===== src/led_pkg.sv =====
// shared definitions for the HUB75 LED matrix driver
// panel geometry defaults, pixel format and command opcodes
package led_pkg;

    localparam int BRIGHTNESS_BITS = 2; // bits per channel, one plane each

    // red in the top bits, blue in the bottom bits
    typedef struct packed {
        logic [BRIGHTNESS_BITS-1:0] r;
        logic [BRIGHTNESS_BITS-1:0] g;
        logic [BRIGHTNESS_BITS-1:0] b;
    } pixel_t;

    // command opcodes
    localparam logic [7:0] CMD_PIXEL      = 8'h50; // 'P' x y colour
    localparam logic [7:0] CMD_BRIGHTNESS = 8'h42; // 'B' plane mask
    localparam logic [7:0] CMD_RGB_ENABLE = 8'h45; // 'E' channel mask

    // top level defaults
    localparam int DEFAULT_COLS           = 64;
    localparam int DEFAULT_ROWS           = 32;
    localparam int DEFAULT_TICKS_PER_BIT  = 9;
    localparam int DEFAULT_BASE_ON_CYCLES = 4;

endpackage


===== src/uart_rx.sv =====
// UART receiver, 8N1
// two-flop synchroniser, mid-bit sampling, frames with a bad stop bit dropped
module uart_rx import led_pkg::*; #(
    parameter int TICKS_PER_BIT = DEFAULT_TICKS_PER_BIT
) (
    input  logic       clk_root,
    input  logic       rst_n,
    input  logic       rxd,
    output logic [7:0] byte_data,
    output logic       byte_valid
);
    localparam int CNT_W = $clog2(TICKS_PER_BIT + 1);

    typedef enum logic [1:0] {S_IDLE, S_START, S_DATA, S_STOP} state_t;

    state_t           state;
    logic [1:0]       sync_q;   // [1] is the usable line
    logic [CNT_W-1:0] tick_cnt;
    logic [2:0]       bit_idx;
    logic [7:0]       shift_q;

    always_ff @(posedge clk_root) begin
        if (!rst_n) begin
            sync_q     <= 2'b11; // line idles high
            state      <= S_IDLE;
            tick_cnt   <= '0;
            bit_idx    <= '0;
            byte_valid <= 1'b0;
        end else begin
            sync_q     <= {sync_q[0], rxd};
            byte_valid <= 1'b0;
            if (tick_cnt != '0) begin
                tick_cnt <= tick_cnt - 1'b1;
            end
            case (state)
                S_IDLE: begin
                    if (!sync_q[1]) begin
                        // wait half a bit to land mid start bit
                        tick_cnt <= CNT_W'(TICKS_PER_BIT / 2 - 1);
                        state    <= S_START;
                    end
                end
                S_START: begin
                    if (tick_cnt == '0) begin
                        tick_cnt <= CNT_W'(TICKS_PER_BIT - 1);
                        bit_idx  <= '0;
                        state    <= sync_q[1] ? S_IDLE : S_DATA; // glitch filter
                    end
                end
                S_DATA: begin
                    if (tick_cnt == '0) begin
                        shift_q  <= {sync_q[1], shift_q[7:1]}; // lsb first
                        bit_idx  <= bit_idx + 1'b1;
                        tick_cnt <= CNT_W'(TICKS_PER_BIT - 1);
                        if (bit_idx == 3'd7) begin
                            state <= S_STOP;
                        end
                    end
                end
                default: begin
                    if (tick_cnt == '0) begin
                        if (sync_q[1]) begin
                            byte_data  <= shift_q;
                            byte_valid <= 1'b1;
                        end
                        state <= S_IDLE;
                    end
                end
            endcase
        end
    end
endmodule


===== config.mk =====
export PLATFORM = sky130hd
export DESIGN_NAME = uart_rx
export DESIGN_NICKNAME = d
export VERILOG_FILES = /design/src/led_pkg.sv /design/src/uart_rx.sv
export SDC_FILE = /design/constraint.sdc
export NUM_CORES = 1
export LEC_CHECK = 0
export BUFFER_PORTS_ARGS = -buffer_cell sky130_fd_sc_hd__buf_2
export CORE_MARGIN = 3
export CORE_UTILIZATION = 50
export CTS_CLUSTER_DIAMETER = 200
export DETAILED_ROUTE_END_ITERATION = 8
export PLACE_DENSITY = 0.77
export SYNTH_ARGS = -nofsm -noshare
export SYNTH_HDL_FRONTEND = slang
export SYNTH_SLANG_ARGS = --single-unit

===== constraint.sdc =====
create_clock -name clk_root -period 2.19 [get_ports clk_root]
set_input_delay 0.1095 -clock clk_root [delete_from_list [all_inputs] [get_ports clk_root]]
set_output_delay 0.1095 -clock clk_root [all_outputs]
set_load 0.01 [all_outputs]

== Word-level counts from Yosys, hierarchy flattened ==
Cells that the tools add are included.
Storage, ports and cells
  flip-flop bits (word level): 28
  bits of input ports: 3
Operators by class
  add/sub/neg operators: 2
  equal/unequal tests: 7
  muxes and demuxes: 15
  bitwise operators: 3
  reductions and logical operators: 12
Operators with widths (number)
  $mux W2: 6
  $mux W4: 3
  $ne A2 B2 Y1 const B: 4
  $pmux W4 S2: 1
  $mux W3: 2
  $pmux W2 S3: 1
  $pmux W3 S2: 1
  $reduce_and A3 Y1: 2
  $reduce_and A5 Y1: 1
  $reduce_or A5 Y1: 1
  $logic_not A4 Y1: 1
  $reduce_and A4 Y1: 1
  $reduce_bool A2 Y1: 2
  $reduce_bool A4 Y1: 1
  $sub A4 B1 Y4 const B: 1
  $add A3 B1 Y3 const B: 1
  $eq A3 B3 Y1 const B: 1
  $not A1 Y1: 3
  $reduce_or A3 Y1: 1
  $eq A2 B1 Y1 const B: 1
  $eq A2 B2 Y1 const B: 1
  $logic_not A2 Y1: 1
  $reduce_or A2 Y1: 1
  $mux W1: 1

== Logic depth before layout (Yosys ltp) ==
  depth after elaboration: 4
  mapped depth: 9

== Worst setup path before layout ==
No wires, ideal clock.
  path type: register -> register
  start point: reg tick_cnt[0]
  end point: reg shift_q[0] (enable)
  data arrival time: 1650 ps
  required time: 1807 ps
  path slack: 156 ps
  cell stages (with the launch flop): 6
  path buffers: 0
  path through: dfxtp_1 -> inv_1 -> ha_1 -> nor3b_4 -> inv_1 -> nor3_1
On the way
  word-level cells in the longest chain between the ends: 2
Ends and longest elaborated chain
  from (decl): RTL line uart_rx.sv:18  | logic [CNT_W-1:0] tick_cnt;
  from (signal assigned): RTL line uart_rx.sv:33  | tick_cnt <= tick_cnt - 1'b1;
  from (signal assigned): RTL line uart_rx.sv:39  | tick_cnt <= CNT_W'(TICKS_PER_BIT / 2 - 1);
  from (signal assigned): RTL line uart_rx.sv:45  | tick_cnt <= CNT_W'(TICKS_PER_BIT - 1);
  $logic_not A4 Y1: RTL line uart_rx.sv:51  | if (tick_cnt == '0) begin
  $reduce_and A3 Y1 (no line)
  to (signal assigned): RTL line uart_rx.sv:52  | shift_q <= {sync_q[1], shift_q[7:1]};
  to (decl): RTL line uart_rx.sv:20  | logic [7:0] shift_q;
Every way passes these cells.
A chain may end at the register's enable or synchronous reset.

== Worst setup path in the final report ==
  start point: reg tick_cnt[0]
  end point: reg state[1]
On the way
  word-level cells in the longest chain between the ends: 3
Ends and longest elaborated chain
  $logic_not A4 Y1 (*): RTL line uart_rx.sv:44, uart_rx.sv:51, uart_rx.sv:61
  $ne A2 B2 Y1 (no line) / $reduce_bool A2 Y1 (equally long branches)
  $reduce_and A5 Y1 (no line) (*)
  to (signal assigned): RTL line uart_rx.sv:47  | state <= sync_q[1] ? S_IDLE : S_DATA;
  to (decl): RTL line uart_rx.sv:16  | state_t state;
Mark *: on every way between the ends. The rest lies on a longest branch, timed or not.

==> impl_metrics.tcl <==
set metrics [dict create \
    critPathTopFamily "simple AND/OR/NAND/NOR gates" \
    grt_pass1_wl_um 3098 \
    wire_per_inst_um 14.83 \
    rsz0062_at_grt "false" \
    netlist-cell-type-count 28 \
    async_flop_share_pct 0 \
    syn_area_sq_mm 0.001134 \
    tightestPinTransition_ps 416.7 \
    peakVddDrop_mv 0.6118 \
    yosysTopAreaCell "edfxtp_1" \
    layoutNonFillerInstCount 132 \
    seq_area_frac_synth_pct 63.58 \
    cts.sink_count 28 \
    synth_area_leaders "edfxtp_1 (42%), dfxtp_1 (21%), ha_1 (8.8%)" \
    synth_fa_ha_area_share_pct 8.830 \
    syn_avg_cell_area_sq_um 12.88 \
    numPortBuffers 11 \
    synthTopCellsByCount "edfxtp_1 (16), dfxtp_1 (12), ha_1 (8), inv_1 (8), nand2_1 (8)" \
    setup_ws_ps 225.4 \
    dieArea_sq_mm 0.002875 \
    ff_latch_area_sq_um 720.7 \
    cts_buffer_depth 2 \
    die_width_um 53.62 \
    syn2layout_area_growth_pct 14.35 \
    multiInputGateArea_sq_um 379.1 \
    ys_warn_count 0 \
    timing.final.crit_share_pct 89.71 \
    slew_headroom_pct 72.19 \
    synth_top_family_by_area "simple AND/OR/NAND/NOR gates" \
    status "finished clean" \
    crit_path_cell_trace "inv_1 > ha_1 > nor3b_4 > o221ai_2 > or4b_1 > a21boi_1" \
    insertion_delay_ps 340 \
    fp.coreArea_sq_mm 0.002062 \
    ys_ff_latch 28 \
    synth.area.mux_share_pct 0 \
    crit_path_end_kind "register" \
    ant_nets 0 \
    timing.final.hold_violations 0 \
    synth_top_area_share_pct 42.38 \
    cp_data_required_time_ps 2470 \
    start_kind "register" \
    grt_pass1_vias 693 \
    fillCellCount 171 \
    p_leak_nw 0.4946 \
    power.density_mw_per_mm2 1070 \
    start_util_pct 54.98 \
    grt_max_degree 17 \
    synth_nets 99 \
    synth-xor-area-share_pct 0.7726 \
    setup_viol 0 \
    antennaDiodeCount 0 \
    worstSetupPathType "reg2reg" \
    grt-ovfl-total 0 \
    num_io_pins 12 \
    synth-compound-area-share_pct 10.60 \
    root_buffer "clkbuf_4" \
    viasPerCell 5.295 \
    wl_um 1957 \
    min_path_type "in2reg" \
    slew_viol_final 0 \
    finalSetupTns_ps 0 \
    max_freq_mhz 509.0 \
    rows 16 \
    dieHeight_um 53.62 \
    clk_transition_reported_paths_ps 150 \
    max_stage_delay_ps 480 \
    hpwl_um 1445 \
    cts.htree.levels 1 \
    netlist_instances 88 \
    num_vias 699 \
    dpl_worst_slack_ps 259.4 \
    crit_fanout 10 \
    drive_gt1_share_pct 18.10 \
    grt_usage_pct 15.81 \
    synth.most_common_cell "edfxtp_1" \
    drt_pass1_iterations 4 \
    drtIter0Drc 12 \
    numCtsBuffers 3 \
    skew_ps 10.52 \
    synth-edff-count 16 \
    path_buf_inv 1 \
    final_nets 117 \
    cts_tree "yes" \
    slowest_stage "or4b_1" \
    cap_violations 0 \
    dp.cells 127 \
    place_congestion 0.7699 \
    post_cts_resized 0 \
    synthSimpleGateAreaFrac_pct 13.25 \
    drcViolationCount 0 \
    worstPathArrival_ps 2240 \
    synth_ff_type "edfxtp_1" \
    period_needed_ps 1965 \
    antenna_found_initial 0 \
]
## per-layer routing
| metal | wire [um] | GRT usage (%) | vias up | part of all wire [%] |
|---|---|---|---|---|
| met5 | 0 | 0 | - | 0 |
| met2 | 1029 | 29.18 | 10 | 53 |
| li1 | - | - | 356 | - |
| met4 | 27 | 8.936 | 0 | 1.4 |
| met1 | 842 | 16.40 | 329 | 43 |
| met3 | 58 | 3.324 | 4 | 3.0 |
## registers in the layout, summed over array words and instances, names as in the netlist
register,flops
sync_q,2
bit_idx,3
byte_data,8
tick_cnt,4
shift_q,8
state,2
byte_valid,1
## stage by stage
stage               instance area, sq um  hold WS, ps  total power, W  utilization (%)
detailed placement                  1234        299.3        0.001058            59.83
global placement                    1234        296.1        0.001031            59.83
global route                        1296        36.65        0.001466            62.86
CTS                                 1296        35.09        0.001391            62.86
floorplan                           1134        182.5       0.0009716                -
finish                              1296        34.60        0.001387            62.86
## where the power goes
group	total (W)	switching [W]	internal [W]
logic	0.000396	0.000216	0.000180
registers	0.000650	0.0000537	0.000597
clock network	0.000340	0.000155	0.000185
## cell families after synthesis
group,Yosys count
flops,28
xor+xnor,1
compound gates,15
fa+ha+maj,8
buf+inv,9
simple gates,27
## final timing paths
path                                  start   endpoint  slack, ps  cells past startpoint
worst max-delay path            tick_cnt[0]   state[1]        230                      6
worst min-delay path                  rst_n  sync_q[0]         30                      2
worst max register to register  tick_cnt[0]   state[1]        230                      6
worst min register to register    sync_q[0]  sync_q[1]        430                      1
## placed cells by master, fill, tap and decap left out, drive strengths merged, types with 2 or more instances in the layout
| cell type | count |
|---|---|
| buf | 13 |
| o221ai | 2 |
| edfxtp | 16 |
| clkbuf | 3 |
| a21boi | 2 |
| o21ai | 3 |
| nor2 | 4 |
| nor3b | 3 |
| nand2b | 2 |
| dfxtp | 12 |
| a32oi | 2 |
| nand2 | 8 |
| nand3 | 2 |
| nor2b | 2 |
| nor3 | 4 |
| ha | 8 |
| inv | 8 |
## cell type report
| class | instances | area share [%] |
|---|---|---|
| sequential | 28 | 55.60 |
| multi-input combinational | 51 | 29.25 |
| timing repair buffer | 14 | 6.178 |
| tap | 27 | 2.606 |
| clock inverter | 1 | 2.317 |
| inverter | 8 | 2.317 |
| clock buffer | 3 | 1.737 |
## timing repair
item	4_1_cts	5_1_grt
endpoints found under the setup margin	0	0
setup buffers	0	0
hold buffers	1	0
endpoints found under the hold margin	1	0
Power figures use the tool's default switching activity.
