[config.mk]
export PLATFORM = sky130hd
export DESIGN_NAME = pixel_fetch_flat
export DESIGN_NICKNAME = d
export VERILOG_FILES = /design/src/led_pkg.sv /design/src/fb_port_if.sv /design/src/pixel_load_if.sv /design/src/pixel_fetch.sv /design/src/flat_wrapper.sv
export SDC_FILE = /design/constraint.sdc
export NUM_CORES = 1
export LEC_CHECK = 0
export ABC_CLOCK_PERIOD_IN_PS = 3900
export BUFFER_PORTS_ARGS = -buffer_cell sky130_fd_sc_hd__buf_2
export CAP_MARGIN = 20
export CORE_MARGIN = 2
export CORE_UTILIZATION = 35
export CTS_CLUSTER_SIZE = 12
export DETAILED_ROUTE_END_ITERATION = 8
export GPL_ROUTABILITY_DRIVEN = 0
export HOLD_SLACK_MARGIN = 0.06
export PLACE_DENSITY = 0.76
export SYNTH_ARGS = -nofsm -noshare
export SYNTH_HDL_FRONTEND = slang
export SYNTH_SLANG_ARGS = --single-unit
[constraint.sdc]
create_clock -name clk_root -period 3.9 [get_ports clk_root]
set_clock_uncertainty 0.15 [all_clocks]
set_input_delay 0.585 -clock clk_root [delete_from_list [all_inputs] [get_ports clk_root]]
set_output_delay 0.585 -clock clk_root [all_outputs]
set_load 0.05 [all_outputs]
[src/led_pkg.sv]
// shared definitions for the HUB75 LED matrix driver
// panel geometry defaults, pixel format and command opcodes
package led_pkg;

    localparam int BRIGHTNESS_BITS = 2; // bits per channel, one plane each

    // red in the top bits, blue in the bottom bits
    typedef struct packed {
        logic [BRIGHTNESS_BITS-1:0] r;
        logic [BRIGHTNESS_BITS-1:0] g;
        logic [BRIGHTNESS_BITS-1:0] b;
    } pixel_t;

    // command opcodes
    localparam logic [7:0] CMD_PIXEL      = 8'h50; // 'P' x y colour
    localparam logic [7:0] CMD_BRIGHTNESS = 8'h42; // 'B' plane mask
    localparam logic [7:0] CMD_RGB_ENABLE = 8'h45; // 'E' channel mask

    // top level defaults
    localparam int DEFAULT_COLS           = 64;
    localparam int DEFAULT_ROWS           = 32;
    localparam int DEFAULT_TICKS_PER_BIT  = 9;
    localparam int DEFAULT_BASE_ON_CYCLES = 4;

endpackage

[src/fb_port_if.sv]
// one client port of the shared framebuffer
interface fb_port_if import led_pkg::*; #(
    parameter int ADDR_W = 11
);
    logic              req;
    logic              we;
    logic [ADDR_W-1:0] addr;
    pixel_t            wdata;
    logic              gnt;   // one cycle, ends the request
    pixel_t            rdata; // valid the cycle after gnt

    modport client (output req, we, addr, wdata, input gnt, rdata);
    modport memory (input req, we, addr, wdata, output gnt, rdata);
endinterface

[src/pixel_load_if.sv]
// column load handshake between the scan engine and the pixel fetch unit
interface pixel_load_if import led_pkg::*; #(
    parameter int COL_W = 6,
    parameter int ROW_W = 4
);
    logic             load;   // one cycle pulse
    logic [COL_W-1:0] col;    // held until done
    logic [ROW_W-1:0] row;    // row within the top half
    logic             done;   // one cycle pulse
    pixel_t           top;
    pixel_t           bottom; // row + ROWS/2

    modport scan  (output load, col, row, input done, top, bottom);
    modport fetch (input load, col, row, output done, top, bottom);
endinterface

[src/pixel_fetch.sv]
// pixel fetch unit
// reads the top and bottom half pixels of one column through the arbiter
module pixel_fetch import led_pkg::*; #(
    parameter int COLS = DEFAULT_COLS,
    parameter int ROWS = DEFAULT_ROWS
) (
    input  logic       clk_root,
    input  logic       rst_n,
    pixel_load_if.fetch scan,
    fb_port_if.client  rd_port
);
    localparam int ADDR_W = $clog2(COLS * ROWS);

    typedef enum logic [2:0] {
        S_IDLE, S_RD_TOP, S_WAIT_TOP, S_RD_BOT, S_WAIT_BOT
    } state_t;

    state_t            state;
    logic [ADDR_W-1:0] top_addr;
    pixel_t            top_q;

    assign top_addr = ADDR_W'(scan.row * COLS + scan.col);

    // the gap after each grant leaves the writer a free cycle
    assign rd_port.req   = (state == S_RD_TOP) || (state == S_RD_BOT);
    assign rd_port.we    = 1'b0;
    assign rd_port.wdata = '0;
    assign rd_port.addr  = (state == S_RD_BOT) ?
                           top_addr + ADDR_W'(ROWS / 2 * COLS) : top_addr;

    always_ff @(posedge clk_root) begin
        if (!rst_n) begin
            state <= S_IDLE;
        end else begin
            case (state)
                S_IDLE:     if (scan.load) state <= S_RD_TOP;
                S_RD_TOP:   if (rd_port.gnt) state <= S_WAIT_TOP;
                S_WAIT_TOP: state <= S_RD_BOT;
                S_RD_BOT:   if (rd_port.gnt) state <= S_WAIT_BOT;
                default:    state <= S_IDLE;
            endcase
        end
    end

    always_ff @(posedge clk_root) begin
        if (state == S_WAIT_TOP) begin
            top_q <= rd_port.rdata;
        end
    end

    assign scan.done   = (state == S_WAIT_BOT);
    assign scan.top    = top_q;
    assign scan.bottom = rd_port.rdata; // second read lands with done
endmodule

[src/flat_wrapper.sv]
// flat-port wrapper written by rule: the top's interface ports become plain ports
module pixel_fetch_flat import led_pkg::*;
#(
    parameter int COLS = DEFAULT_COLS,
    parameter int ROWS = DEFAULT_ROWS
)
  (clk_root, rst_n, scan_load, scan_col, scan_row, scan_done, scan_top, scan_bottom, rd_port_req, rd_port_we, rd_port_addr, rd_port_wdata, rd_port_gnt, rd_port_rdata);
  pixel_load_if scan_i ();
  fb_port_if rd_port_i ();
  input  logic clk_root;
  input  logic rst_n;
  input wire logic [$bits(scan_i.load)-1:0] scan_load;
  input wire logic [$bits(scan_i.col)-1:0] scan_col;
  input wire logic [$bits(scan_i.row)-1:0] scan_row;
  output wire logic [$bits(scan_i.done)-1:0] scan_done;
  output wire logic [$bits(scan_i.top)-1:0] scan_top;
  output wire logic [$bits(scan_i.bottom)-1:0] scan_bottom;
  output wire logic [$bits(rd_port_i.req)-1:0] rd_port_req;
  output wire logic [$bits(rd_port_i.we)-1:0] rd_port_we;
  output wire logic [$bits(rd_port_i.addr)-1:0] rd_port_addr;
  output wire logic [$bits(rd_port_i.wdata)-1:0] rd_port_wdata;
  input wire logic [$bits(rd_port_i.gnt)-1:0] rd_port_gnt;
  input wire logic [$bits(rd_port_i.rdata)-1:0] rd_port_rdata;
  assign scan_i.load = scan_load;
  assign scan_i.col = scan_col;
  assign scan_i.row = scan_row;
  assign scan_done = scan_i.done;
  assign scan_top = scan_i.top;
  assign scan_bottom = scan_i.bottom;
  assign rd_port_req = rd_port_i.req;
  assign rd_port_we = rd_port_i.we;
  assign rd_port_addr = rd_port_i.addr;
  assign rd_port_wdata = rd_port_i.wdata;
  assign rd_port_i.gnt = rd_port_gnt;
  assign rd_port_i.rdata = rd_port_rdata;
  pixel_fetch #(.COLS(COLS), .ROWS(ROWS)) u_core (.clk_root(clk_root), .rst_n(rst_n), .scan(scan_i), .rd_port(rd_port_i));
endmodule
# --- Word level (Yosys, flattened, before mapping) ---
# Cells that the tools add are included.
# Widths: inputs -> output; s select.
totals:
  reg_bits: 9
  output_inout_bits: 32
op_classes:
  reduce_logical: 3
  mux: 5
  n_addsub: 2
  eq_ne: 7
op_table:
  columns: ["op", "count"]
  rows:
  - ["$pmux 3 s4", 1]
  - ["$add 10x6->11", 1]
  - ["$add 11x11->11 const B", 1]
  - ["$mux 11", 1]
  - ["$mux 3", 3]
  - ["$eq 3x2->1 const B", 2]
  - ["$ne 2x2->1 const B", 3]
  - ["$eq 3x1->1 const B", 1]
  - ["$eq 3x3->1 const B", 1]
  - ["$logic_not 3->1", 1]
  - ["$reduce_and 3->1", 1]
  - ["$logic_or 1x1->1", 1]

# --- Logic depth before layout (Yosys ltp) ---
logic_depth:
  depth_word: 3
  mapped_depth: 2

# --- Worst setup path after synthesis ---
# Ideal clock, no wire load.
synth_path:
  path_kind: "flip-flop to output port"
  start: "reg u_core.state[0]"
  end: "out scan_done"
  required_ps: 3165
  slack_ps: 1641
  t_arrival_ps: 1524
  path_stages_with_launch: 2
  path_cell_list: "dfxtp_1 > nor3b_1"
synth_via:
  elab_chain_len: 1
synth_lines:
  columns: ["item", "line", "rtl"]
  rows:
  - ["start: declaration", "pixel_fetch.sv:18", "state_t state;"]
  - ["start signal: assignment", "pixel_fetch.sv:33", "state <= S_IDLE;"]
  - ["start signal: assignment", "pixel_fetch.sv:36", "S_IDLE: if (scan.load) state <= S_RD_TOP;"]
  - ["start signal: assignment", "pixel_fetch.sv:37", "S_RD_TOP: if (rd_port.gnt) state <= S_WAIT_TOP;"]
  - ["$eq 3x3->1", "pixel_fetch.sv:51", "assign scan.done = (state == S_WAIT_BOT);"]
  - ["end: declaration", "flat_wrapper.sv:15", "output wire logic [$bits(scan_i.done)-1:0] scan_done;"]
# Every way passes these cells.

# --- Worst setup path after layout ---
layout_path:
  start: "reg u_core.state[0]"
  end: "out rd_port_addr[10]"
layout_via:
  elab_chain_len: 2
layout_lines:
  columns: ["item", "line", "rtl"]
  rows:
  - ["$eq 3x2->1", "pixel_fetch.sv:28", "assign rd_port.addr = (state == S_RD_BOT) ?"]
  - ["$mux 11", "pixel_fetch.sv:28", null]
  - ["end: declaration", "flat_wrapper.sv:20", "output wire logic [$bits(rd_port_i.addr)-1:0] rd_port_addr;"]
# Every way passes these cells.

==> flow_metrics.env <==
export IMPL_status="finished, final reports clean"
export IMPL_num_antenna_cells=0
export IMPL_synthDistinctLibCells=14
export IMPL_yosysTopAreaCellShare_pct=36.5
export IMPL_port_buffers=24
export IMPL_ff_to_ff_path_depth=1
export IMPL_report_final_slew_viol_count=0
export IMPL_post_drt_via_cell_ratio=4.16
export IMPL_grt_ovfl_total=0
export IMPL_dieHeight_um=41.6
export IMPL_postCtsSetupRepairBufs=0
export IMPL_hp_class="primary input to register"
export IMPL_finalCriticalPeriod_ns=1.91
export IMPL_cp_required_ns=3.16
export IMPL_placementRows=13
export IMPL_min_delay_path_depth=1
export IMPL_crit_path_end_kind="output pin"
export IMPL_die_w_um=41.6
export IMPL_total_neg_setup_slack_ns=0
export IMPL_area_growth_synth_to_final_pct=3.04
export IMPL_crit_path_start_kind="register"
export IMPL_clockRootBuffer="sky130_fd_sc_hd__clkbuf_4"
export IMPL_cts_sinks=9
export IMPL_measured_slew_at_the_worst_slew_check_pin_ns=0.799
export IMPL_grt_max_degree=9
export IMPL_finalSetupViolCount=0
export IMPL_synth_largest_area_cell="sky130_fd_sc_hd__edfxtp_1"
export IMPL_floorplan_die_area_um2=1730
export IMPL_number_of_enable_flip_flop_cells_after_synthesis=6
export IMPL_dominant_synthesized_flop_cell="sky130_fd_sc_hd__edfxtp_1"
export IMPL_critical_path_peak_fanout=8
export IMPL_cp_buffers_inverters=1
export IMPL_final_min_period_over_clock_period_pct=48.9
export IMPL_insertion_delay_ns=0.25
export IMPL_gr_usage_all_layers_pct=8.07
export IMPL_vdd_drop_max_mv=0.142
export IMPL_layout_nets=76
export IMPL_filler_cell_count=140
export IMPL_cp_top_family="flip-flops"
export IMPL_core_um2=1320
export IMPL_drc=0
export IMPL_htreeDepth=1
export IMPL_max_slew_margin_pct=46.6
export IMPL_cts_clk_slew_worst_paths_ns=0.06
export IMPL_wire_length_of_the_first_global_routing_pass_um=952
export IMPL_yosysWarnings=0
export IMPL_timing_setup_critical_path_class="register to output pin"
export IMPL_synth_async_sr_flop_share_pct=0
export IMPL_number_of_antenna_violations_at_the_first_check_in_global_routing=0
export IMPL_detailedRoute_firstIterationViolations=0
export IMPL_numCtsBuffers=3
export IMPL_cp_num_cells=2
export IMPL_design_portCount=52
export IMPL_worst_path_max_delay_cell="sky130_fd_sc_hd__dfxtp_1"
export IMPL_synth_cell_area_um2=494
export IMPL_setup_repair_after_global_routing_missed_its_margin="false"
export IMPL_p_leak_uw=0.000248
export IMPL_post_route_cells_drive_above_1_share_pct=49.1
export IMPL_critical_path_cell_chain="and3b_1 -> buf_2"
export IMPL_maxCapViolations=0
export IMPL_worst_r2r_setup_slack_ns=2.30
export IMPL_wl_per_cell_um=9.79
export IMPL_ys_top_cells_by_count="23 x sky130_fd_sc_hd__buf_4, 6 x sky130_fd_sc_hd__edfxtp_1, 3 x sky130_fd_sc_hd__dfxtp_1, 2 x sky130_fd_sc_hd__nor3b_1"
export IMPL_synthesis_area_per_instance_um2=11.2
export IMPL_routed_wl_um=685
export IMPL_timing_critical_path_arrival_ns=1.17
export IMPL_drtAntennaViolNets=0
export IMPL_slowest_delay_ns=0.45
export IMPL_synth_yosys_seq_area_share_pct=48.6
export IMPL_cts_hold_fix_buffers=0
export IMPL_dpl_instance_area_um2=483
export IMPL_route_vias_total=291
export IMPL_power_dens_cells_nw_per_um2=459
export IMPL_finish_instance_area_um2=509
export IMPL_synth_most_common_cell="sky130_fd_sc_hd__buf_4"
export IMPL_cts_repair_resize_count=0
export IMPL_grt_pass1_vias=224
export IMPL_max_freq_mhz=524
export IMPL_netlist_top_cells_area="sky130_fd_sc_hd__edfxtp_1 36%, sky130_fd_sc_hd__buf_4 35%, sky130_fd_sc_hd__dfxtp_1 12%, sky130_fd_sc_hd__nor3b_1 3.0%, sky130_fd_sc_hd__a21bo_1 2.0%"
export IMPL_hold_violations=0
export IMPL_syn_instance_count=44
export IMPL_power_uw=234
export IMPL_hpwl_um=566
export IMPL_clock_tree_from_tritoncts="built"
export IMPL_cts_root_to_sink_buffers=2
export IMPL_post_route_util_pct=38.7
export IMPL_drt_first_pass_iters=1
export IMPL_effective_utilization_at_floorplan_pct=37.5
export IMPL_synth_seq_cells=9
[registers in the layout, summed over array words and instances (netlist names)]
signal	count
u_core.scan.top	6
u_core.state	3
[cell families (layout without fill, tap and decap cells)]
logic type / after synthesis / in the layout / synth area share, %
AOI/OAI and AO/OA: 3 / 3 / 4.56
buffers and inverters: 23 / 28 / 34.9
DFF: 9 / 9 / 48.6
other: 1 / 7 / 0.759
and+or+nand+nor: 8 / 8 / 11.1
[final cells by class]
type	instances	area, µm²	area share (%)
tap	15	18.8	3.69
clock buffer	4	26.3	5.16
sequential	9	240	47.2
multi-input combinational	18	104	20.4
timing repair buffer	24	120	23.6
[final timing paths]
path | startpoint | end
max | u_core.state[0]$_SDFFE_PN0P_ | rd_port_addr[10]
min | rd_port_rdata[0] | u_core.scan.top[0]$_DFFE_PN_
max reg2reg | u_core.state[1]$_SDFFE_PN0P_ | u_core.scan.top[4]$_DFFE_PN_
min reg2reg | u_core.state[0]$_SDFFE_PN0P_ | u_core.state[1]$_SDFFE_PN0P_
[per-stage QoR]
step           hold WS, ns  worst slack, ns  cells
2_1_floorplan        0.380             1.64     50
3_3_place_gp         0.414             2.24     66
3_5_place_dp         0.433             2.23     66
4_1_cts              0.360             1.97     70
5_1_grt              0.358             1.92     70
6_report             0.374             1.99     70
[metal layers]
| metal | global-route usage [%] | wire (µm) | vias to the layer above |
|---|---|---|---|
| met5 | 0 | 0 | - |
| met4 | 7.74 | 0 | 0 |
| met3 | 6.09 | 105 | 0 |
| met2 | 10.0 | 315 | 24 |
| met1 | 8.42 | 264 | 124 |
| li1 | - | - | 143 |
[cell usage in the layout (no fill, tap or decap)]
cell / instances
sky130_fd_sc_hd__a211oi_1: 1
sky130_fd_sc_hd__dfxtp_1: 3
sky130_fd_sc_hd__clkbuf_1: 1
sky130_fd_sc_hd__a21bo_1: 1
sky130_fd_sc_hd__a21oi_1: 1
sky130_fd_sc_hd__nand2b_1: 1
sky130_fd_sc_hd__edfxtp_1: 6
sky130_fd_sc_hd__conb_1: 7
sky130_fd_sc_hd__nor3b_1: 2
sky130_fd_sc_hd__clkbuf_4: 3
sky130_fd_sc_hd__nor2b_1: 1
sky130_fd_sc_hd__buf_2: 24
sky130_fd_sc_hd__nor3_1: 1
sky130_fd_sc_hd__and3_1: 1
sky130_fd_sc_hd__and3b_1: 1
sky130_fd_sc_hd__nand3b_1: 1
[power by group]
group          switching (µW)  internal (µW)
sequential               3.42            107
clock                    28.2           39.1
combinational            45.8           10.8
total                    77.5            156
Note: power is estimated with default switching activity, not from simulation.
