[src/led_pkg.sv]
// shared definitions for the HUB75 LED matrix driver
// panel geometry defaults, pixel format and command opcodes
package led_pkg;

    localparam int BRIGHTNESS_BITS = 2; // bits per channel, one plane each

    // red in the top bits, blue in the bottom bits
    typedef struct packed {
        logic [BRIGHTNESS_BITS-1:0] r;
        logic [BRIGHTNESS_BITS-1:0] g;
        logic [BRIGHTNESS_BITS-1:0] b;
    } pixel_t;

    // command opcodes
    localparam logic [7:0] CMD_PIXEL      = 8'h50; // 'P' x y colour
    localparam logic [7:0] CMD_BRIGHTNESS = 8'h42; // 'B' plane mask
    localparam logic [7:0] CMD_RGB_ENABLE = 8'h45; // 'E' channel mask

    // top level defaults
    localparam int DEFAULT_COLS           = 64;
    localparam int DEFAULT_ROWS           = 32;
    localparam int DEFAULT_TICKS_PER_BIT  = 9;
    localparam int DEFAULT_BASE_ON_CYCLES = 4;

endpackage

[src/fb_port_if.sv]
// one client port of the shared framebuffer
interface fb_port_if import led_pkg::*; #(
    parameter int ADDR_W = 11
);
    logic              req;
    logic              we;
    logic [ADDR_W-1:0] addr;
    pixel_t            wdata;
    logic              gnt;   // one cycle, ends the request
    pixel_t            rdata; // valid the cycle after gnt

    modport client (output req, we, addr, wdata, input gnt, rdata);
    modport memory (input req, we, addr, wdata, output gnt, rdata);
endinterface

[src/cmd_decoder.sv]
// command decoder
// parses received bytes into framebuffer writes and display mask registers
module cmd_decoder import led_pkg::*; #(
    parameter int COLS = DEFAULT_COLS,
    parameter int ROWS = DEFAULT_ROWS
) (
    input  logic                       clk_root,
    input  logic                       rst_n,
    input  logic [7:0]                 byte_data,
    input  logic                       byte_valid,
    fb_port_if.client                  wr_port,
    output logic [2:0]                 rgb_enable,       // {r, g, b}
    output logic [BRIGHTNESS_BITS-1:0] brightness_enable // one bit per plane
);
    localparam int ADDR_W = $clog2(COLS * ROWS);

    typedef enum logic [2:0] {
        S_OPCODE, S_PIX_X, S_PIX_Y, S_PIX_COLOR, S_BRT_ARG, S_RGB_ARG
    } state_t;

    state_t     state;
    logic [7:0] x_q;
    logic [7:0] y_q;
    logic       in_range;

    assign in_range   = (x_q < COLS) && (y_q < ROWS);
    assign wr_port.we = 1'b1; // this port only ever writes

    always_ff @(posedge clk_root) begin
        if (!rst_n) begin
            state             <= S_OPCODE;
            wr_port.req       <= 1'b0;
            rgb_enable        <= '1;
            brightness_enable <= '1;
        end else begin
            if (wr_port.gnt) begin
                wr_port.req <= 1'b0;
            end
            if (byte_valid) begin
                case (state)
                    S_OPCODE: begin
                        case (byte_data)
                            CMD_PIXEL:      state <= S_PIX_X;
                            CMD_BRIGHTNESS: state <= S_BRT_ARG;
                            CMD_RGB_ENABLE: state <= S_RGB_ARG;
                            default:        state <= S_OPCODE; // unknown, skip
                        endcase
                    end
                    S_PIX_X: state <= S_PIX_Y;
                    S_PIX_Y: state <= S_PIX_COLOR;
                    S_PIX_COLOR: begin
                        // off-panel pixels are consumed but never written
                        if (in_range) begin
                            wr_port.req <= 1'b1;
                        end
                        state <= S_OPCODE;
                    end
                    S_BRT_ARG: begin
                        brightness_enable <= byte_data[BRIGHTNESS_BITS-1:0];
                        state             <= S_OPCODE;
                    end
                    default: begin
                        rgb_enable <= byte_data[2:0];
                        state      <= S_OPCODE;
                    end
                endcase
            end
        end
    end

    // argument and write payload
    always_ff @(posedge clk_root) begin
        if (byte_valid && state == S_PIX_X) begin
            x_q <= byte_data;
        end
        if (byte_valid && state == S_PIX_Y) begin
            y_q <= byte_data;
        end
        if (byte_valid && state == S_PIX_COLOR) begin
            wr_port.addr  <= ADDR_W'(y_q * COLS + x_q); // row major
            wr_port.wdata <= byte_data[$bits(pixel_t)-1:0];
        end
    end

    // full address before truncation, held while the write waits
    a_wr_in_range: assert property (@(posedge clk_root) disable iff (!rst_n)
        wr_port.req |-> int'(y_q) * COLS + int'(x_q) < COLS * ROWS);
endmodule

[src/flat_wrapper.sv]
// flat-port wrapper written by rule: the top's interface ports become plain ports
module cmd_decoder_flat import led_pkg::*;
#(
    parameter int COLS = DEFAULT_COLS,
    parameter int ROWS = DEFAULT_ROWS
)
  (clk_root, rst_n, byte_data, byte_valid, rgb_enable, brightness_enable, wr_port_req, wr_port_we, wr_port_addr, wr_port_wdata, wr_port_gnt, wr_port_rdata);
  fb_port_if wr_port_i ();
  input  logic clk_root;
  input  logic rst_n;
  input  logic [7:0] byte_data;
  input  logic byte_valid;
  output logic [2:0] rgb_enable;
  output logic [BRIGHTNESS_BITS-1:0] brightness_enable;
  output wire logic [$bits(wr_port_i.req)-1:0] wr_port_req;
  output wire logic [$bits(wr_port_i.we)-1:0] wr_port_we;
  output wire logic [$bits(wr_port_i.addr)-1:0] wr_port_addr;
  output wire logic [$bits(wr_port_i.wdata)-1:0] wr_port_wdata;
  input wire logic [$bits(wr_port_i.gnt)-1:0] wr_port_gnt;
  input wire logic [$bits(wr_port_i.rdata)-1:0] wr_port_rdata;
  assign wr_port_req = wr_port_i.req;
  assign wr_port_we = wr_port_i.we;
  assign wr_port_addr = wr_port_i.addr;
  assign wr_port_wdata = wr_port_i.wdata;
  assign wr_port_i.gnt = wr_port_gnt;
  assign wr_port_i.rdata = wr_port_rdata;
  cmd_decoder #(.COLS(COLS), .ROWS(ROWS)) u_core (.clk_root(clk_root), .rst_n(rst_n), .byte_data(byte_data), .byte_valid(byte_valid), .wr_port(wr_port_i), .rgb_enable(rgb_enable), .brightness_enable(brightness_enable));
endmodule
[config.mk]
export PLATFORM = sky130hd
export DESIGN_NAME = cmd_decoder_flat
export DESIGN_NICKNAME = d
export VERILOG_FILES = /design/src/led_pkg.sv /design/src/fb_port_if.sv /design/src/cmd_decoder.sv /design/src/flat_wrapper.sv
export SDC_FILE = /design/constraint.sdc
export NUM_CORES = 1
export LEC_CHECK = 0
export BUFFER_PORTS_ARGS = -buffer_cell sky130_fd_sc_hd__clkbuf_2
export CORE_MARGIN = 3
export CORE_UTILIZATION = 45
export CTS_BUF_LIST = sky130_fd_sc_hd__clkbuf_8
export DETAILED_ROUTE_END_ITERATION = 7
export PLACE_DENSITY = 0.8
export SYNTH_ARGS = -nofsm -noshare
export SYNTH_HDL_FRONTEND = slang
export SYNTH_SLANG_ARGS = --single-unit
[constraint.sdc]
create_clock -name clk_root -period 3.35 [get_ports clk_root]
set_input_delay 0.1675 -clock clk_root [delete_from_list [all_inputs] [get_ports clk_root]]
set_output_delay 0.1675 -clock clk_root [all_outputs]
set_load 0.05 [all_outputs]
## Yosys cells after proc, flatten, opt, wreduce, memory -nomap -nowiden

Index checks and enable logic that the tools add are counted.

| storage, ports and cells | value |
|---|---|
| register bits | 42 |
| input bits | 18 |
| output and inout port bits | 24 |
| word-level logic and storage cells | 35 |

| operators by class | value |
|---|---|
| $add $sub $neg | 1 |
| $lt $le $gt $ge | 2 |
| equality and inequality tests | 7 |
| muxes and demuxes | 6 |
| bitwise logic cells | 1 |
| reduce and logical (&&, ||, !) cells | 8 |

Operators by type and width:

| kind | number |
|---|---|
| equality test 8 x 7 -> 1 bit, second input constant | 3 |
| one-hot mux 3 bit (3 select lines) | 2 |
| adder 11 x 8 -> 11 bit | 1 |
| less-than comparator 8 x 6 -> 1 bit, second input constant | 1 |
| less-than comparator 8 x 7 -> 1 bit, second input constant | 1 |
| equality test 3 x 2 -> 1 bit, second input constant | 2 |
| OR reduction 5 bit | 1 |
| logical AND 1 bit | 4 |
| 2-to-1 mux 1 bit | 4 |
| AND reduction 2 bit | 2 |
| equality test 3 x 1 -> 1 bit, second input constant | 1 |
| equality test 3 bit, second input constant | 1 |
| logical NOT 3 bit | 1 |
| NOT 1 bit | 1 |

## Logic depth before layout (Yosys ltp)

| depth | value |
|---|---|
| word-level depth | 5 |
| gate-level depth with buffers | 4 |
| depth with buffers taken out | 4 |

## Worst setup path after synthesis

Ideal clock, no wire load.

| timing | value |
|---|---|
| path kind | register to register |
| start | reg u_core.x_q[6] |
| end | reg u_core.wr_port.addr[10], data pin |
| library setup time | 258 ps |
| data arrival time | 1192 ps |
| required time | 3092 ps |
| path slack | 1900 ps |
| stages on the path, launching flop included | 5 |
| path buffers | 0 |
| period minus slack after synthesis | 1450 ps |
| cells stage by stage | edfxtp_1 ha_1 fa_1 nand3_1 xnor2_1 |

| on the way | value |
|---|---|
| cells in the longest elaborated chain, start to end | 1 |

Ends and longest elaborated chain:

| item | line | source |
|---|---|---|
| start: declaration | cmd_decoder.sv:22 | `logic [7:0] x_q;` |
| start signal: assignment | cmd_decoder.sv:74 | `x_q <= byte_data;` |
| adder 11 x 8 -> 11 bit | cmd_decoder.sv:80 | `wr_port.addr <= ADDR_W'(y_q * COLS + x_q);` |
| end signal: assignment | cmd_decoder.sv:80 |  |
| end: declaration | fb_port_if.sv:12 | `modport client (output req, we, addr, wdata, input gnt, rdata);` |

Every way passes these cells.
A chain may end at the register's enable or synchronous reset.

## Final worst setup path

| timing | value |
|---|---|
| start | reg u_core.state[2] |
| end | reg u_core.x_q[3] (enable) |

| on the way | value |
|---|---|
| cells in the longest elaborated chain, start to end | 2 |

Ends and longest elaborated chain:

| item | line | source |
|---|---|---|
| start: declaration | cmd_decoder.sv:21 | `state_t state;` |
| start signal: assignment | cmd_decoder.sv:31 | `state <= S_OPCODE;` |
| start signal: assignment | cmd_decoder.sv:43 | `CMD_PIXEL: state <= S_PIX_X;` |
| start signal: assignment | cmd_decoder.sv:44 | `CMD_BRIGHTNESS: state <= S_BRT_ARG;` |
| equality test 3 x 1 -> 1 bit | cmd_decoder.sv:73 | `if (byte_valid && state == S_PIX_X) begin` |
| logical AND 1 bit | cmd_decoder.sv:73 |  |

Every way passes these cells.

==> impl_metrics.env <==
export IMPL_ffs_latches_synth=42
export IMPL_multi_input_area_sq_um=348
export IMPL_worst_path_dominant_cell_family="simple AND/OR/NAND/NOR gates"
export IMPL_worst_r2r_startpoint="u_core.state[2]"
export IMPL_vias_in_the_first_global_route=879
export IMPL_swShare_pct=19.1
export IMPL_critPathKind="flip-flop to flip-flop"
export IMPL_layout_drive_gt1_share_pct=30.9
export IMPL_cts_buffers=5
export IMPL_grt_first_pass_wirelength_mm=4.10
export IMPL_hold_path_cell_count=1
export IMPL_power_combinational_fraction_pct=2.6
export IMPL_yosys_cell_types_count=33
export IMPL_routed_via_count=895
export IMPL_number_of_buffers_added_for_setup_after_cts=0
export IMPL_report_final_setup_viol=0
export IMPL_initial_antenna_violation_count=0
export IMPL_final_hold_violation_count=0
export IMPL_timing_critical_path_from_type="flip-flop"
export IMPL_report_final_slew_viol_count=0
export IMPL_cts_resized=0
export IMPL_hold_fix_buffer_count_after_cts=0
export IMPL_seq_total_area_yosys_pct=75.9
export IMPL_instance_count_of_the_mapped_netlist=97
export IMPL_power_switching_mw=0.167
export IMPL_timing_critical_path_cells="nor2b_4 > nand2_1 > nor2_1"
export IMPL_post_synth_cell_area_avg_sq_um=15.9
export IMPL_nFillCells=260
export IMPL_worst_setup_hold_path_clk_slew_ns=0.07
export IMPL_cp_data_required_time_ns=3.26
export IMPL_cts_num_sinks=42
export IMPL_min_from="byte_data[7]"
export IMPL_seq_power_share_pct=64.0
export IMPL_drt_pass1_iter_count=4
export IMPL_worstSkewPairLatency_ns=0.28
export IMPL_globalplace_congestion=0.790
export IMPL_clk_path_buf_depth=2
export IMPL_clock_power_share_pct=33.3
export IMPL_placement_cell_area_sq_mm=0.00175
export IMPL_synth_warning_count=0
export IMPL_post_drt_via_cell_ratio=4.97
export IMPL_drt_wl_total_mm=2.51
export IMPL_cpPeakStageDelay_ns=0.62
export IMPL_routedWlPerCell_um=13.9
export IMPL_clock_fmax_ghz=0.632
export IMPL_hpwl_mm=1.82
export IMPL_terminus_of_the_critical_flop_to_flop_path="u_core.x_q[3]"
export IMPL_post_route_drc_count=0
export IMPL_finalSetupTns_ns=0
export IMPL_power_per_cell_area_mw_per_mm2=477
export IMPL_max_transition_margin_pct=46.5
export IMPL_die_x_um=64.6
export IMPL_timing_critical_path_buf_inv=0
export IMPL_clock_tree_root_cell="clkbuf_8"
export IMPL_worst_path_max_fanout=9
export IMPL_critical_path_startpoint="u_core.state[2]"
export IMPL_maximum_number_of_pins_on_one_net_before_global_route_repair=18
export IMPL_grt_usage_pct=13.6
export IMPL_result_of_the_run="finished, final reports clean"
export IMPL_worst_pin_slew_ns=0.800
export IMPL_setup_worst_path_end_class="flip-flop"
export IMPL_ios=42
export IMPL_port_buffer_count=34
export IMPL_flow_area_growth_from_synthesis_pct=18.6
export IMPL_post_synthesis_net_count=118
export IMPL_regToRegSetupSlack_ns=1.77
export IMPL_syn_cell_area_sq_mm=0.00154
export IMPL_diodes_inserted=0
export IMPL_holdCritPathClass="primary input to flip-flop"
export IMPL_drt_iter0_markers=13
export IMPL_critical_path_slowest_cell="nor2_1"
export IMPL_clock_skew_final_ns=0.00500
export IMPL_tritoncts="done"
export IMPL_fp_row_count=20
export IMPL_worst_r2r_cell_count=3
export IMPL_cts_htree_levels=2
export IMPL_nets=156
export IMPL_vdd_ir_drop_worst_mv=0.283
export IMPL_globalRoute_totalOverflow=0
export IMPL_core_area_sq_mm=0.00315
export IMPL_design_die_area_sq_mm=0.00417
export IMPL_worst_hold_slack_ns=0.0942
export IMPL_die_height_um=64.6
export IMPL_hold_end="u_core.x_q[7]"
export IMPL_power_leakage_nw=0.708
export IMPL_seq_area_sq_mm=0.00117
export IMPL_layout_worst_path_cycle_share_pct=47.3
export IMPL_post_route_cell_area_sq_mm=0.00183
export IMPL_finalCriticalPeriod_ns=1.58
export IMPL_unrepaired_setup_endpoints_after_global_routing="false"
export IMPL_drv_cap=0
export IMPL_arr_time_crit_path_ns=1.50
export IMPL_count_of_antenna_violating_nets_left_after_detailed_routing=0
export IMPL_start_util_pct=48.9
export IMPL_power_internal_mw=0.706
power groups by stage:
stage | combinational (mW) | sequential [mW] | clock [mW]
after floorplan | 0.0104 | 0.571 | 0
after global placement | 0.0217 | 0.570 | 0
after detailed placement | 0.0227 | 0.571 | 0
after CTS | 0.0228 | 0.559 | 0.303
after global routing | 0.0254 | 0.559 | 0.325
final | 0.0230 | 0.559 | 0.291
cell usage after synthesis:
master | count | area share [%]
inv_1 | 1 | 0.24
xor2_1 | 1 | 0.57
mux2i_1 | 5 | 3.2
fa_1 | 1 | 1.3
nor4_1 | 1 | 0.41
nor2b_4 | 1 | 0.89
o22ai_1 | 1 | 0.41
conb_1 | 1 | 0.24
o21a_1 | 1 | 0.49
a21o_1 | 1 | 0.49
nor2_1 | 5 | 1.2
dfxtp_1 | 9 | 12
nand4b_1 | 1 | 0.57
and3b_1 | 1 | 0.57
nor3_1 | 3 | 0.97
clkbuf_2 | 1 | 0.32
edfxtp_1 | 33 | 64
nand3b_1 | 1 | 0.49
and2_1 | 2 | 0.81
nand3_1 | 1 | 0.32
o21ai_0 | 1 | 0.32
a21oi_1 | 2 | 0.65
buf_4 | 2 | 0.97
o31a_1 | 1 | 0.57
a31o_2 | 1 | 0.57
nor2b_1 | 1 | 0.41
ha_1 | 2 | 1.6
o211ai_1 | 1 | 0.49
nand2_1 | 10 | 2.4
xnor2_1 | 2 | 1.1
or3b_1 | 1 | 0.57
nand4_1 | 1 | 0.41
and3_1 | 1 | 0.41
how the worst max path moves through the flow:
stage                              end  depth (start not counted)
2_1_floorplan  u_core.wr_port.addr[10]                          4
3_3_place_gp   u_core.wr_port.addr[10]                          2
3_5_place_dp   u_core.wr_port.addr[10]                          4
4_1_cts                  u_core.x_q[3]                          3
5_1_grt                  u_core.x_q[3]                          3
6_report                 u_core.x_q[3]                          3
routing by layer:
layer	share of wire (%)	track usage, %	up-vias
li1	-	-	429
met1	37	13.5	433
met2	55	24.9	30
met3	7.1	5.89	3
met4	1.2	4.75	0
met5	0	0	-
flip-flops by register name (all words and copies together), names as in the netlist:
register                  cells
u_core.state                  3
u_core.wr_port.req            1
u_core.wr_port.addr          11
u_core.wr_port.wdata          6
u_core.y_q                    8
u_core.x_q                    8
u_core.brightness_enable      2
u_core.rgb_enable             3
cell type report:
class | count | area share (%)
timing repair buffer | 34 | 9.30
tap | 44 | 3.01
sequential | 42 | 64.0
clock inverter | 3 | 0.684
multi-input combinational | 51 | 19.0
clock buffer | 5 | 3.76
inverter | 1 | 0.205
kinds of logic after synthesis:
| group | after synthesis | synth area share [%] |
|---|---|---|
| xor+xnor | 3 | 1.70 |
| mux | 5 | 3.24 |
| other cells | 1 | 0.243 |
| flops | 42 | 75.9 |
| buf+inv | 4 | 1.54 |
| fa+ha+maj | 3 | 2.92 |
| simple gates | 30 | 10.5 |
| compound gates | 9 | 3.97 |
placed cells by master (no fill, tap or decap), types with 2 or more instances in the layout:
| master | count |
|---|---|
| a21oi_1 | 2 |
| and2_1 | 2 |
| clkbuf_2 | 34 |
| clkbuf_8 | 5 |
| dfxtp_1 | 9 |
| edfxtp_1 | 33 |
| ha_1 | 2 |
| inv_1 | 2 |
| mux2i_1 | 5 |
| nand2_1 | 10 |
| nor2_1 | 5 |
| nor3_1 | 3 |
| xnor2_1 | 2 |
stage by stage:
step	util [%]	total power [mW]	setup slack (ns)	instances
after floorplan	-	0.581	1.90	97
after global placement	55.4	0.592	1.81	172
after detailed placement	55.4	0.593	1.77	172
after CTS	58.0	0.884	1.76	180
after global routing	58.0	0.909	1.64	180
final	58.0	0.873	1.77	180
(Power assumes the default switching activity.)
